--- src/verilog/eq_pkg.sv ---
package eq_pkg;

    // Input sample width, signed two's complement
    localparam int DATA_WIDTH = 8;

    // Coefficient width, signed two's complement
    localparam int COEFF_WIDTH = 8;

    // Taps per filter, the current sample included
    localparam int TAP_COUNT = 4;

    // Filter result width
    // Three guard bits cover the growth of a four-term sum
    localparam int FIR_WIDTH = DATA_WIDTH + COEFF_WIDTH + 3;

    // Unsigned band gain in quarter steps, 0 to 3.75
    localparam int GAIN_WIDTH = 4;

    // Shift that removes the quarter-step scale of the gains
    localparam int GAIN_SHIFT = 2;

    // Saturated equalizer output width
    localparam int OUT_WIDTH = 12;

    // Coefficient sets are packed with tap 0 in the most significant slice,
    // so each literal below reads from tap 0 to tap 3

    // Low-pass 1, 2, 2, 1 (DC gain of 6)
    localparam logic [TAP_COUNT*COEFF_WIDTH-1:0] LOW_COEFFS = {
        COEFF_WIDTH'(1),
        COEFF_WIDTH'(2),
        COEFF_WIDTH'(2),
        COEFF_WIDTH'(1)
    };

    // High-pass 1, -3, 3, -1
    // Taps sum to zero so a constant input settles to zero
    localparam logic [TAP_COUNT*COEFF_WIDTH-1:0] HIGH_COEFFS = {
        COEFF_WIDTH'(1),
        COEFF_WIDTH'(-3),
        COEFF_WIDTH'(3),
        COEFF_WIDTH'(-1)
    };

endpackage

--- src/verilog/fir_filter.sv ---
`timescale 1ns/1ps

module fir_filter
    import eq_pkg::*;
#(
    parameter int DATA_WIDTH  = eq_pkg::DATA_WIDTH,
    parameter int COEFF_WIDTH = eq_pkg::COEFF_WIDTH,
    parameter int TAP_COUNT   = eq_pkg::TAP_COUNT,
    parameter int FIR_WIDTH   = eq_pkg::FIR_WIDTH,
    // Tap 0 sits in the most significant slice
    parameter logic [TAP_COUNT*COEFF_WIDTH-1:0] COEFFS = LOW_COEFFS
) (
    input  logic                         clk,
    input  logic                         rst_n,
    input  logic signed [DATA_WIDTH-1:0] in_sample,
    input  logic                         in_valid,
    output logic signed [FIR_WIDTH-1:0]  result,
    output logic                         out_valid
);

    // Past samples, history[0] is the one before the current sample
    logic signed [DATA_WIDTH-1:0] history [TAP_COUNT-1];

    // Sample seen by each tap, tap 0 is the incoming sample
    logic signed [DATA_WIDTH-1:0] tap_sample [TAP_COUNT];

    // Unpacked coefficients
    logic signed [COEFF_WIDTH-1:0] coeff [TAP_COUNT];

    // Per-tap products at full result width
    logic signed [FIR_WIDTH-1:0] prod [TAP_COUNT];

    // Combinational multiply-accumulate
    logic signed [FIR_WIDTH-1:0] acc;

    // Slice the packed coefficient set
    for (genvar i = 0; i < TAP_COUNT; i++) begin : g_coeff
        assign coeff[i] = COEFFS[(TAP_COUNT-1-i)*COEFF_WIDTH +: COEFF_WIDTH];
    end

    // The new sample feeds tap 0 directly so the result includes it
    assign tap_sample[0] = in_sample;

    for (genvar i = 1; i < TAP_COUNT; i++) begin : g_tap
        assign tap_sample[i] = history[i-1];
    end

    // Products are sign extended to FIR_WIDTH before the multiply
    always_comb begin
        for (int i = 0; i < TAP_COUNT; i++) begin
            prod[i] = tap_sample[i] * coeff[i];
        end
    end

    always_comb begin
        acc = '0;
        for (int i = 0; i < TAP_COUNT; i++) begin
            acc = acc + prod[i];
        end
    end

    // Delay line update
    // Only a valid sample moves the line, gaps leave it untouched
    always_ff @(posedge clk or negedge rst_n) begin
        if (!rst_n) begin
            for (int k = 0; k < TAP_COUNT-1; k++) begin
                history[k] <= '0;
            end
        end else if (in_valid) begin
            history[0] <= in_sample;
            for (int k = 1; k < TAP_COUNT-1; k++) begin
                history[k] <= history[k-1];
            end
        end
    end

    // Registered result, held between valid samples
    always_ff @(posedge clk or negedge rst_n) begin
        if (!rst_n) begin
            result <= '0;
        end else if (in_valid) begin
            result <= acc;
        end
    end

    // One pulse per accepted sample, one cycle behind it
    always_ff @(posedge clk or negedge rst_n) begin
        if (!rst_n) begin
            out_valid <= 1'b0;
        end else begin
            out_valid <= in_valid;
        end
    end

endmodule

--- src/verilog/band_mixer.sv ---
`timescale 1ns/1ps

module band_mixer
    import eq_pkg::*;
#(
    parameter int FIR_WIDTH  = eq_pkg::FIR_WIDTH,
    parameter int GAIN_WIDTH = eq_pkg::GAIN_WIDTH,
    parameter int GAIN_SHIFT = eq_pkg::GAIN_SHIFT,
    parameter int OUT_WIDTH  = eq_pkg::OUT_WIDTH
) (
    input  logic                        clk,
    input  logic                        rst_n,
    input  logic signed [FIR_WIDTH-1:0] low_band,
    input  logic signed [FIR_WIDTH-1:0] high_band,
    input  logic                        in_valid,
    input  logic [GAIN_WIDTH-1:0]       gain_low,
    input  logic [GAIN_WIDTH-1:0]       gain_high,
    output logic signed [OUT_WIDTH-1:0] mix_out,
    output logic                        out_valid
);

    // Gain gets one zero bit on top so it multiplies as a positive signed value
    localparam int PROD_WIDTH = FIR_WIDTH + GAIN_WIDTH + 1;

    // One more bit for the sum of two products
    localparam int SUM_WIDTH = PROD_WIDTH + 1;

    // Output range limits at sum width
    localparam logic signed [SUM_WIDTH-1:0] OUT_MAX =
        {{(SUM_WIDTH-OUT_WIDTH+1){1'b0}}, {(OUT_WIDTH-1){1'b1}}};
    localparam logic signed [SUM_WIDTH-1:0] OUT_MIN =
        {{(SUM_WIDTH-OUT_WIDTH+1){1'b1}}, {(OUT_WIDTH-1){1'b0}}};

    logic signed [GAIN_WIDTH:0]     gain_low_s;
    logic signed [GAIN_WIDTH:0]     gain_high_s;
    logic signed [PROD_WIDTH-1:0]   low_prod;
    logic signed [PROD_WIDTH-1:0]   high_prod;
    logic signed [SUM_WIDTH-1:0]    sum;
    logic signed [SUM_WIDTH-1:0]    scaled;
    logic signed [OUT_WIDTH-1:0]    clamped;

    assign gain_low_s  = $signed({1'b0, gain_low});
    assign gain_high_s = $signed({1'b0, gain_high});

    // Weighted band sum
    always_comb begin
        low_prod  = low_band * gain_low_s;
        high_prod = high_band * gain_high_s;
        sum       = low_prod + high_prod;
    end

    // Arithmetic shift, rounds toward minus infinity
    assign scaled = sum >>> GAIN_SHIFT;

    // Clamp to the signed output range
    always_comb begin
        if (scaled > OUT_MAX) begin
            clamped = OUT_MAX[OUT_WIDTH-1:0];
        end else if (scaled < OUT_MIN) begin
            clamped = OUT_MIN[OUT_WIDTH-1:0];
        end else begin
            clamped = scaled[OUT_WIDTH-1:0];
        end
    end

    // Output register, updated only on a valid band pair
    always_ff @(posedge clk or negedge rst_n) begin
        if (!rst_n) begin
            mix_out <= '0;
        end else if (in_valid) begin
            mix_out <= clamped;
        end
    end

    always_ff @(posedge clk or negedge rst_n) begin
        if (!rst_n) begin
            out_valid <= 1'b0;
        end else begin
            out_valid <= in_valid;
        end
    end

endmodule

--- src/verilog/two_band_eq.sv ---
`timescale 1ns/1ps

module two_band_eq
    import eq_pkg::*;
#(
    parameter int DATA_WIDTH  = eq_pkg::DATA_WIDTH,
    parameter int COEFF_WIDTH = eq_pkg::COEFF_WIDTH,
    parameter int TAP_COUNT   = eq_pkg::TAP_COUNT,
    parameter int FIR_WIDTH   = eq_pkg::FIR_WIDTH,
    parameter int GAIN_WIDTH  = eq_pkg::GAIN_WIDTH,
    parameter int GAIN_SHIFT  = eq_pkg::GAIN_SHIFT,
    parameter int OUT_WIDTH   = eq_pkg::OUT_WIDTH,
    parameter logic [TAP_COUNT*COEFF_WIDTH-1:0] LOW_COEFFS  = eq_pkg::LOW_COEFFS,
    parameter logic [TAP_COUNT*COEFF_WIDTH-1:0] HIGH_COEFFS = eq_pkg::HIGH_COEFFS
) (
    input  logic                         clk,
    input  logic                         rst_n,
    input  logic signed [DATA_WIDTH-1:0] sample,
    input  logic                         sample_valid,
    input  logic [GAIN_WIDTH-1:0]        gain_low,
    input  logic [GAIN_WIDTH-1:0]        gain_high,
    output logic signed [OUT_WIDTH-1:0]  eq_out,
    output logic                         eq_out_valid
);

    // Band results, one cycle after the sample
    logic signed [FIR_WIDTH-1:0] low_band;
    logic signed [FIR_WIDTH-1:0] high_band;
    logic                        low_valid;

    // Same timing as low_valid
    // Only the bound assertions look at it
    logic                        high_valid;

    // Low band
    fir_filter #(
        .DATA_WIDTH  (DATA_WIDTH),
        .COEFF_WIDTH (COEFF_WIDTH),
        .TAP_COUNT   (TAP_COUNT),
        .FIR_WIDTH   (FIR_WIDTH),
        .COEFFS      (LOW_COEFFS)
    ) u_low (
        .clk       (clk),
        .rst_n     (rst_n),
        .in_sample (sample),
        .in_valid  (sample_valid),
        .result    (low_band),
        .out_valid (low_valid)
    );

    // High band, fed from the same sample stream
    fir_filter #(
        .DATA_WIDTH  (DATA_WIDTH),
        .COEFF_WIDTH (COEFF_WIDTH),
        .TAP_COUNT   (TAP_COUNT),
        .FIR_WIDTH   (FIR_WIDTH),
        .COEFFS      (HIGH_COEFFS)
    ) u_high (
        .clk       (clk),
        .rst_n     (rst_n),
        .in_sample (sample),
        .in_valid  (sample_valid),
        .result    (high_band),
        .out_valid (high_valid)
    );

    // Gain, sum and saturate, adds the second cycle of latency
    band_mixer #(
        .FIR_WIDTH  (FIR_WIDTH),
        .GAIN_WIDTH (GAIN_WIDTH),
        .GAIN_SHIFT (GAIN_SHIFT),
        .OUT_WIDTH  (OUT_WIDTH)
    ) u_mixer (
        .clk       (clk),
        .rst_n     (rst_n),
        .low_band  (low_band),
        .high_band (high_band),
        .in_valid  (low_valid),
        .gain_low  (gain_low),
        .gain_high (gain_high),
        .mix_out   (eq_out),
        .out_valid (eq_out_valid)
    );

endmodule

--- config.mk ---
export PLATFORM = sky130hd
export DESIGN_NAME = two_band_eq
export DESIGN_NICKNAME = d
export VERILOG_FILES = /design/src/verilog/eq_pkg.sv /design/src/verilog/fir_filter.sv /design/src/verilog/band_mixer.sv /design/src/verilog/two_band_eq.sv
export SDC_FILE = /design/constraint.sdc
export NUM_CORES = 1
export LEC_CHECK = 0
export ABC_AREA = 1
export ABC_CLOCK_PERIOD_IN_PS = 14600
export BUFFER_PORTS_ARGS = -buffer_cell sky130_fd_sc_hd__buf_2
export CELL_PAD_IN_SITES_DETAIL_PLACEMENT = 0
export CELL_PAD_IN_SITES_GLOBAL_PLACEMENT = 1
export CORE_MARGIN = 1
export CORE_UTILIZATION = 50
export CTS_BUF_LIST = sky130_fd_sc_hd__clkbuf_8
export CTS_CLUSTER_SIZE = 16
export DETAILED_ROUTE_END_ITERATION = 16
export PLACE_DENSITY = 0.92
export SYNTH_ARGS = -nofsm -noshare
export SYNTH_HDL_FRONTEND = slang
export SYNTH_SLANG_ARGS = --single-unit
--- constraint.sdc ---
create_clock -name clk -period 14.6 [get_ports clk]
set_input_delay 2.19 -clock clk [delete_from_list [all_inputs] [get_ports clk]]
set_output_delay 2.19 -clock clk [all_outputs]
set_load 0.01 [all_outputs]
==> results of run 1 <==
==> how the worst max path moves through the flow <==
stage                     slack [ns]                  to  depth (start not counted)         from
after floorplan                 7.38  u_mixer.mix_out[1]                         27  gain_low[3]
after global placement          6.72  u_mixer.mix_out[3]                         24  gain_low[1]
after detailed placement        6.66  u_mixer.mix_out[7]                         24  gain_low[1]
after CTS                       7.08  u_mixer.mix_out[7]                         24  gain_low[1]
after global routing            6.63  u_mixer.mix_out[7]                         24  gain_low[1]
final                           7.07  u_mixer.mix_out[7]                         24  gain_low[1]
==> worst max-delay path, stage by stage <==
cell and delay [ns]:
buf_2 0.33, nand2_1 0.24, fa_1 0.60, inv_1 0.06, fa_1 0.52, fa_1 0.44, fa_1 0.54, inv_1 0.05
fa_1 0.49, inv_1 0.04, ha_1 0.43, nand2_1 0.16, nor2_1 0.21, nand2_1 0.13, nor2_1 0.10, nand2_1 0.11
nand3_1 0.11, nand2_1 0.06, nand2_1 0.10, nand2_1 0.06, nor2_1 0.09, nand3_1 0.08, a21oi_2 0.48, a21oi_1 0.14
==> metal layers <==
layer / vias up / wire length [um] / GRT usage [%] / part of all wire, %
met5: - / 0 / 0 / 0
met4: 0 / 469 / 5.929 / 1.9
met3: 33 / 758 / 3.129 / 3.0
met2: 136 / 12430 / 41.09 / 50
met1: 4437 / 11190 / 27.22 / 45
li1: 4726 / - / - / -
==> metrics by stage <==
step | worst slack [ns] | hold slack [ns] | cell area (um^2)
global placement | 6.718 | 0.4623 | 12370
global route | 6.634 | 0.5131 | 12550
detailed placement | 6.656 | 0.4680 | 12370
finish | 7.074 | 0.4865 | 12550
CTS | 7.084 | 0.4897 | 12550
floorplan | 7.376 | 0.3929 | 11940
==> cell usage in the layout (no fill, tap or decap), drive strengths merged, types with 9 or more instances in the layout <==
cell and n:
a21oi 62, buf 33, clkbuf 9, dfrtp 76, fa 153, ha 144
inv 417, nand2 455, nand3 43, nand4 9, nor2 72, o21ai 54
xnor2 19, xor2 26
==> state kept, by name (all words and copies together) (netlist names) <==
name,flops
u_mixer.mix_out,12
u_low.result,19
u_high.history,16
u_mixer.out_valid,1
u_low.out_valid,1
u_high.result,19
u_low.history,8
==> logic make-up after synthesis <==
| family | count (synthesis) | share of synthesized area, % |
|---|---|---|
| compound gates | 131 | 5.992 |
| xor+xnor | 45 | 3.300 |
| fa+ha+maj | 297 | 40.73 |
| buf+inv | 445 | 14.20 |
| flops | 76 | 15.92 |
| simple gates | 592 | 19.85 |
==> area by class of cell <==
| type | count | area (um^2) | area share [%] |
|---|---|---|---|
| Inverter | 414 | 1554 | 12.38 |
| Timing Repair Buffer | 33 | 172.7 | 1.376 |
| Multi-Input combinational cell | 1065 | 8346 | 66.51 |
| Sequential cell | 76 | 1902 | 15.16 |
| Clock inverter | 7 | 51.30 | 0.4088 |
| Clock buffer | 9 | 123.9 | 0.9871 |
| Tap cell | 319 | 399.1 | 3.181 |
==> flow_summary.toml, run 1 <==
[worst_hold_path]
whs_path_depth = 2
hold_path_class = "flop to flop"
hold_start = "u_mixer.mix_out[11]"
min_to = "u_mixer.mix_out[11]"

[sta]
setup_tns_ns = 0
slew_headroom_pct = 30.61
final-setup-viol-count = 0
final-hold-violation-count = 0
tightestPinTransition_ns = 1.041
fmax_mhz = 132.9
period_share_pct = 51.55
slew_violations = 0
post-route-min-period_ns = 7.526
rsz0062_at_grt = "false"
worst_clock_skew_ns = 0.02276

[drt]
vias = 9332
via_per_inst = 4.853
routed_wirelength_um = 24850
drt_iter0_drc = 403
drc = 0
wl_per_cell_um = 12.92
ant_nets = 0
first_pass_iters = 4

[logic_synthesis]
synth_area_leaders = "fa_1, dfrtp_1, ha_1"
synth.largest_area_cell = "fa_1"
ys_seq_area_share_pct = 15.92
syn_nets = 1902
syn_area_um2 = 11940
yosys_warnings = 0
synth_edf_count = 0
ys_top_cells_by_count = "nand2_1, inv_1, fa_1"
async_reset_ff_share_pct = 100.0
ys.flop_type = "dfrtp_1"
synth-seq-cells = 76
synth_top_area_share_pct = 25.64
synth_most_common_cell = "nand2_1"
synth_cell_types = 33
netlist_instances = 1586
synth.avg_cell_area_um2 = 7.531

[clocking]
htree_levels = 3
post_cts_buffers = 0
cts_tree = "built"
cts_hold_buffers = 0
cts_resized = 0
clkSinkCount = 76
cts_made_buffers = 9
clkSlewWorstSetupHoldPaths_ns = 0.09
cts_root_buffer = "clkbuf_8"
worst_skew_pair.late_latency_ns = 0.40
cts.path.max_buffers = 2

[place]
gp_congestion = 0.8922
port_buffers = 31
dp_hpwl_um = 20860
placedCellCount = 1907

[critical_path]
rr_worst_depth = 23
startpoint_type = "primary input"
critPathArrivalTime_ns = 7.77
reg2reg_setup_slack_ns = 8.82
cp-end-kind = "flop"
path_max_fanout = 19
worstPathRequired_ns = 14.85
crit_type = "primary input to flop"
timing.rr.start = "u_low.result[18]"
r2r_end = "u_mixer.mix_out[7]"

[final_layout]
utilization_pct = 53.46
finalNonFillerCells = 1923
syn_to_final_growth_pct = 5.060
fillers = 2273
antennaDiodeCount = 0
final_nets = 1915
drive_gt1_share_pct = 4.738

[floorplanning]
ios = 32
initial_core_util_pct = 50.88
fp.coreArea_um2 = 23470
die_x_um = 156.6
die_area_um2 = 24510
row_count = 56
die_h_um = 156.6

[global_routing]
grt_pass1_vias = 9534
grt_max_degree = 77
gr-total-overflow = 0
antenna_found_initial = 0
grt_pass1_wl_um = 43370
grt_util_all_layers_pct = 22.34

[run]
drv_cap = 0

[outcome]
status = "finished clean"
Power of run 1 is not shown: default switching activity piles up to over one toggle a cycle in this logic, so the estimate is an artifact.
==> inputs of run 2 (changes only) <==
- ABC_AREA: 1 -> 0
- ABC_CLOCK_PERIOD_IN_PS: 14600 -> 6300
- CORE_UTILIZATION: 50 -> 47
- PLACE_DENSITY: 0.92 -> 0.87
- clock period: 14.6 -> 6.3 ns (I/O delays scaled with it)
==> run 2 against run 1 <==
Effect of this change: die area rose by 6.0%; area after synthesis down 0.32%; clock skew down 0.0015 ns; clock-buffer cell count stayed put; critical path depth shrank 1; setup slack worse by 6.9 ns; non-clock buffer count grew 84; first-iteration DRC count is 16% lower; highest routed layer unchanged; synthesized cell count is 20% lower.
==> flow_summary.toml, run 2 <==
[clocking]
clkSlewWorstSetupHoldPaths_ns = 0.09
cts_tree = "built"
cts_root_buffer = "clkbuf_8"
htree_levels = 3
cts.path.max_buffers = 2
worst_skew_pair.late_latency_ns = 0.38
cts_made_buffers = 9
clkSinkCount = 76

[logic_synthesis]
synth-seq-cells = 76
netlist_instances = 1266
synth_top_area_share_pct = 25.73
synth_area_leaders = "fa_1, dfrtp_1, ha_1"
yosys_warnings = 0
ys_top_cells_by_count = "inv_1, fa_1, ha_1"
synth_cell_types = 78
synth.largest_area_cell = "fa_1"
synth_most_common_cell = "inv_1"
synth_edf_count = 0
async_reset_ff_share_pct = 100.0
synth.avg_cell_area_um2 = 9.404
ys_seq_area_share_pct = 15.97
syn_nets = 1582
ys.flop_type = "dfrtp_1"
syn_area_um2 = 11910

[sta]
slew_violations = 0
slew_headroom_pct = 47.47
final-setup-viol-count = 0
fmax_mhz = 163.7
tightestPinTransition_ns = 0.7879
post-route-min-period_ns = 6.110
holdWs_ns = 0.4335
period_share_pct = 96.99
final-hold-violation-count = 0
worst_clock_skew_ns = 0.02131

[place]
gp_congestion = 0.8391
port_buffers = 31
dp_hpwl_um = 20850

[final_layout]
syn_to_final_growth_pct = 13.01
layout_commonest_cell = "inv_1"
drive_gt1_share_pct = 17.04
final_nets = 1678
antennaDiodeCount = 0
reg.largest.list = "u_high.result x19, u_low.result x19, u_high.history x16"
layout_common_cells = "inv_1, fa_1, ha_1"

[critical_path]
timing.rr.start = "u_low.result[4]"
reg2reg_setup_slack_ns = 0.47
critPathMaxStageDelay_ns = 0.55
cp-end-kind = "flop"
path_buf_inv = 7
r2r_end = "u_mixer.mix_out[3]"
cp_slowest_cell = "fa_1"
rr_worst_depth = 21
crit_family = "adder cells"
cp_cell_sequence = "buf_4 -> buf_12 -> nand2_1 -> fa_1 -> inv_1 -> fa_1 -> fa_1 -> fa_1 -> inv_1 -> fa_1 -> inv_1 -> ha_4 -> buf_8 -> nand4_1 -> a21oi_2 -> nor2_1 -> a21o_1 -> a211oi_4 -> nand2_2 -> nor4_4 -> buf_4 -> a31oi_4 -> o32ai_2"
startpoint_type = "primary input"
worstPathRequired_ns = 6.58
critPathMostFrequentCell = "fa_1"
path_max_fanout = 12
crit_type = "primary input to flop"
critPathArrivalTime_ns = 6.39

[drt]
ant_nets = 0
drt_iter0_drc = 340
vias = 8704
first_pass_iters = 4
routed_wirelength_um = 24410
wl_per_cell_um = 14.43
drc = 0
via_per_inst = 5.147

[worst_hold_path]
hold_path_class = "primary input to async pin"

[floorplanning]
fp.coreArea_um2 = 24600
die_x_um = 161.2
initial_core_util_pct = 48.39
die_area_um2 = 25970
die_h_um = 161.2
ios = 32
row_count = 57

[global_routing]
antenna_found_initial = 0
gr-total-overflow = 0
grt_pass1_wl_um = 42380
grt_util_all_layers_pct = 19.95
grt_max_degree = 62
grt_pass1_vias = 9329

[outcome]
status = "finished clean"

[run]
drv_cap = 0
[run 2: cell types whose count changed after synthesis, sizes merged, moves of 15 or more]
cell,delta
o21bai,+18
nor2,-25
xnor2,+21
nand2,-345
o21ai,-15
a21o,+26
and2,+86
inv,-175
nand3,-28
mux2,+33
[run 2: timing repair]
| action | in CTS | in global routing |
|---|---|---|
| setup buffers | 0 | 8 |
| setup endpoints to repair | 0 | 11 |
| hold buffers | 0 | 0 |
| gates resized for setup | 0 | 55 |
[run 2: worst max-delay path by stage]
| stage | slack, ns | cells past startpoint | to | startpoint |
|---|---|---|---|---|
| 6_report | 0.19 | 23 | u_mixer.mix_out[3] | gain_low[3] |
| 5_1_grt | -0.01 | 24 | u_mixer.mix_out[3] | gain_low[3] |
| 4_1_cts | 0.03 | 21 | u_mixer.mix_out[1] | gain_low[3] |
| 3_5_place_dp | -0.38 | 21 | u_mixer.mix_out[1] | gain_low[3] |
| 3_3_place_gp | -0.23 | 21 | u_mixer.mix_out[3] | gain_low[3] |
| 2_1_floorplan | 0.04 | 22 | u_mixer.mix_out[1] | gain_low[3] |
[run 2: cell type report]
cell class	count	area, um^2
clock inverters	7	58.81
clock buffers	9	123.9
well taps	324	405.4
fillers	2264	11150
inverters	239	897.1
repair buffers	117	857.1
flip-flops and latches	76	1902
multi-input cells	919	9210
[run 2: kinds of logic (layout without fill, tap and decap cells)]
group | Yosys count | in the layout | share of synthesized area (%)
xor+xnor | 55 | 55 | 4.109
mux | 35 | 35 | 3.289
simple gates | 320 | 320 | 14.08
flops | 76 | 76 | 15.97
fa+ha+maj | 297 | 297 | 40.86
compound gates | 211 | 212 | 12.73
buf+inv | 272 | 372 | 8.954
[run 2: stage by stage]
stage,setup TNS [ns],utilization [%],setup slack (ns),cells,instance area (um^2)
global route,-0.01162,54.68,-0.01162,1691,13450
floorplan,0,-,0.03742,1266,11970
detailed placement,-3.424,52.49,-0.3827,1666,12920
CTS,0,53.24,0.03118,1682,13100
global placement,-1.962,52.49,-0.2344,1666,12920
finish,0,54.68,0.1897,1691,13450
[run 2: per-layer routing]
layer / vias up / track usage, % / routed length (um)
li1: 4289 / - / -
met4: 0 / 4.117 / 347
met2: 101 / 36.42 / 12370
met3: 31 / 2.440 / 502
met1: 4283 / 25.21 / 11190
met5: - / 0 / 0
Power of run 2 is left out for the same reason.
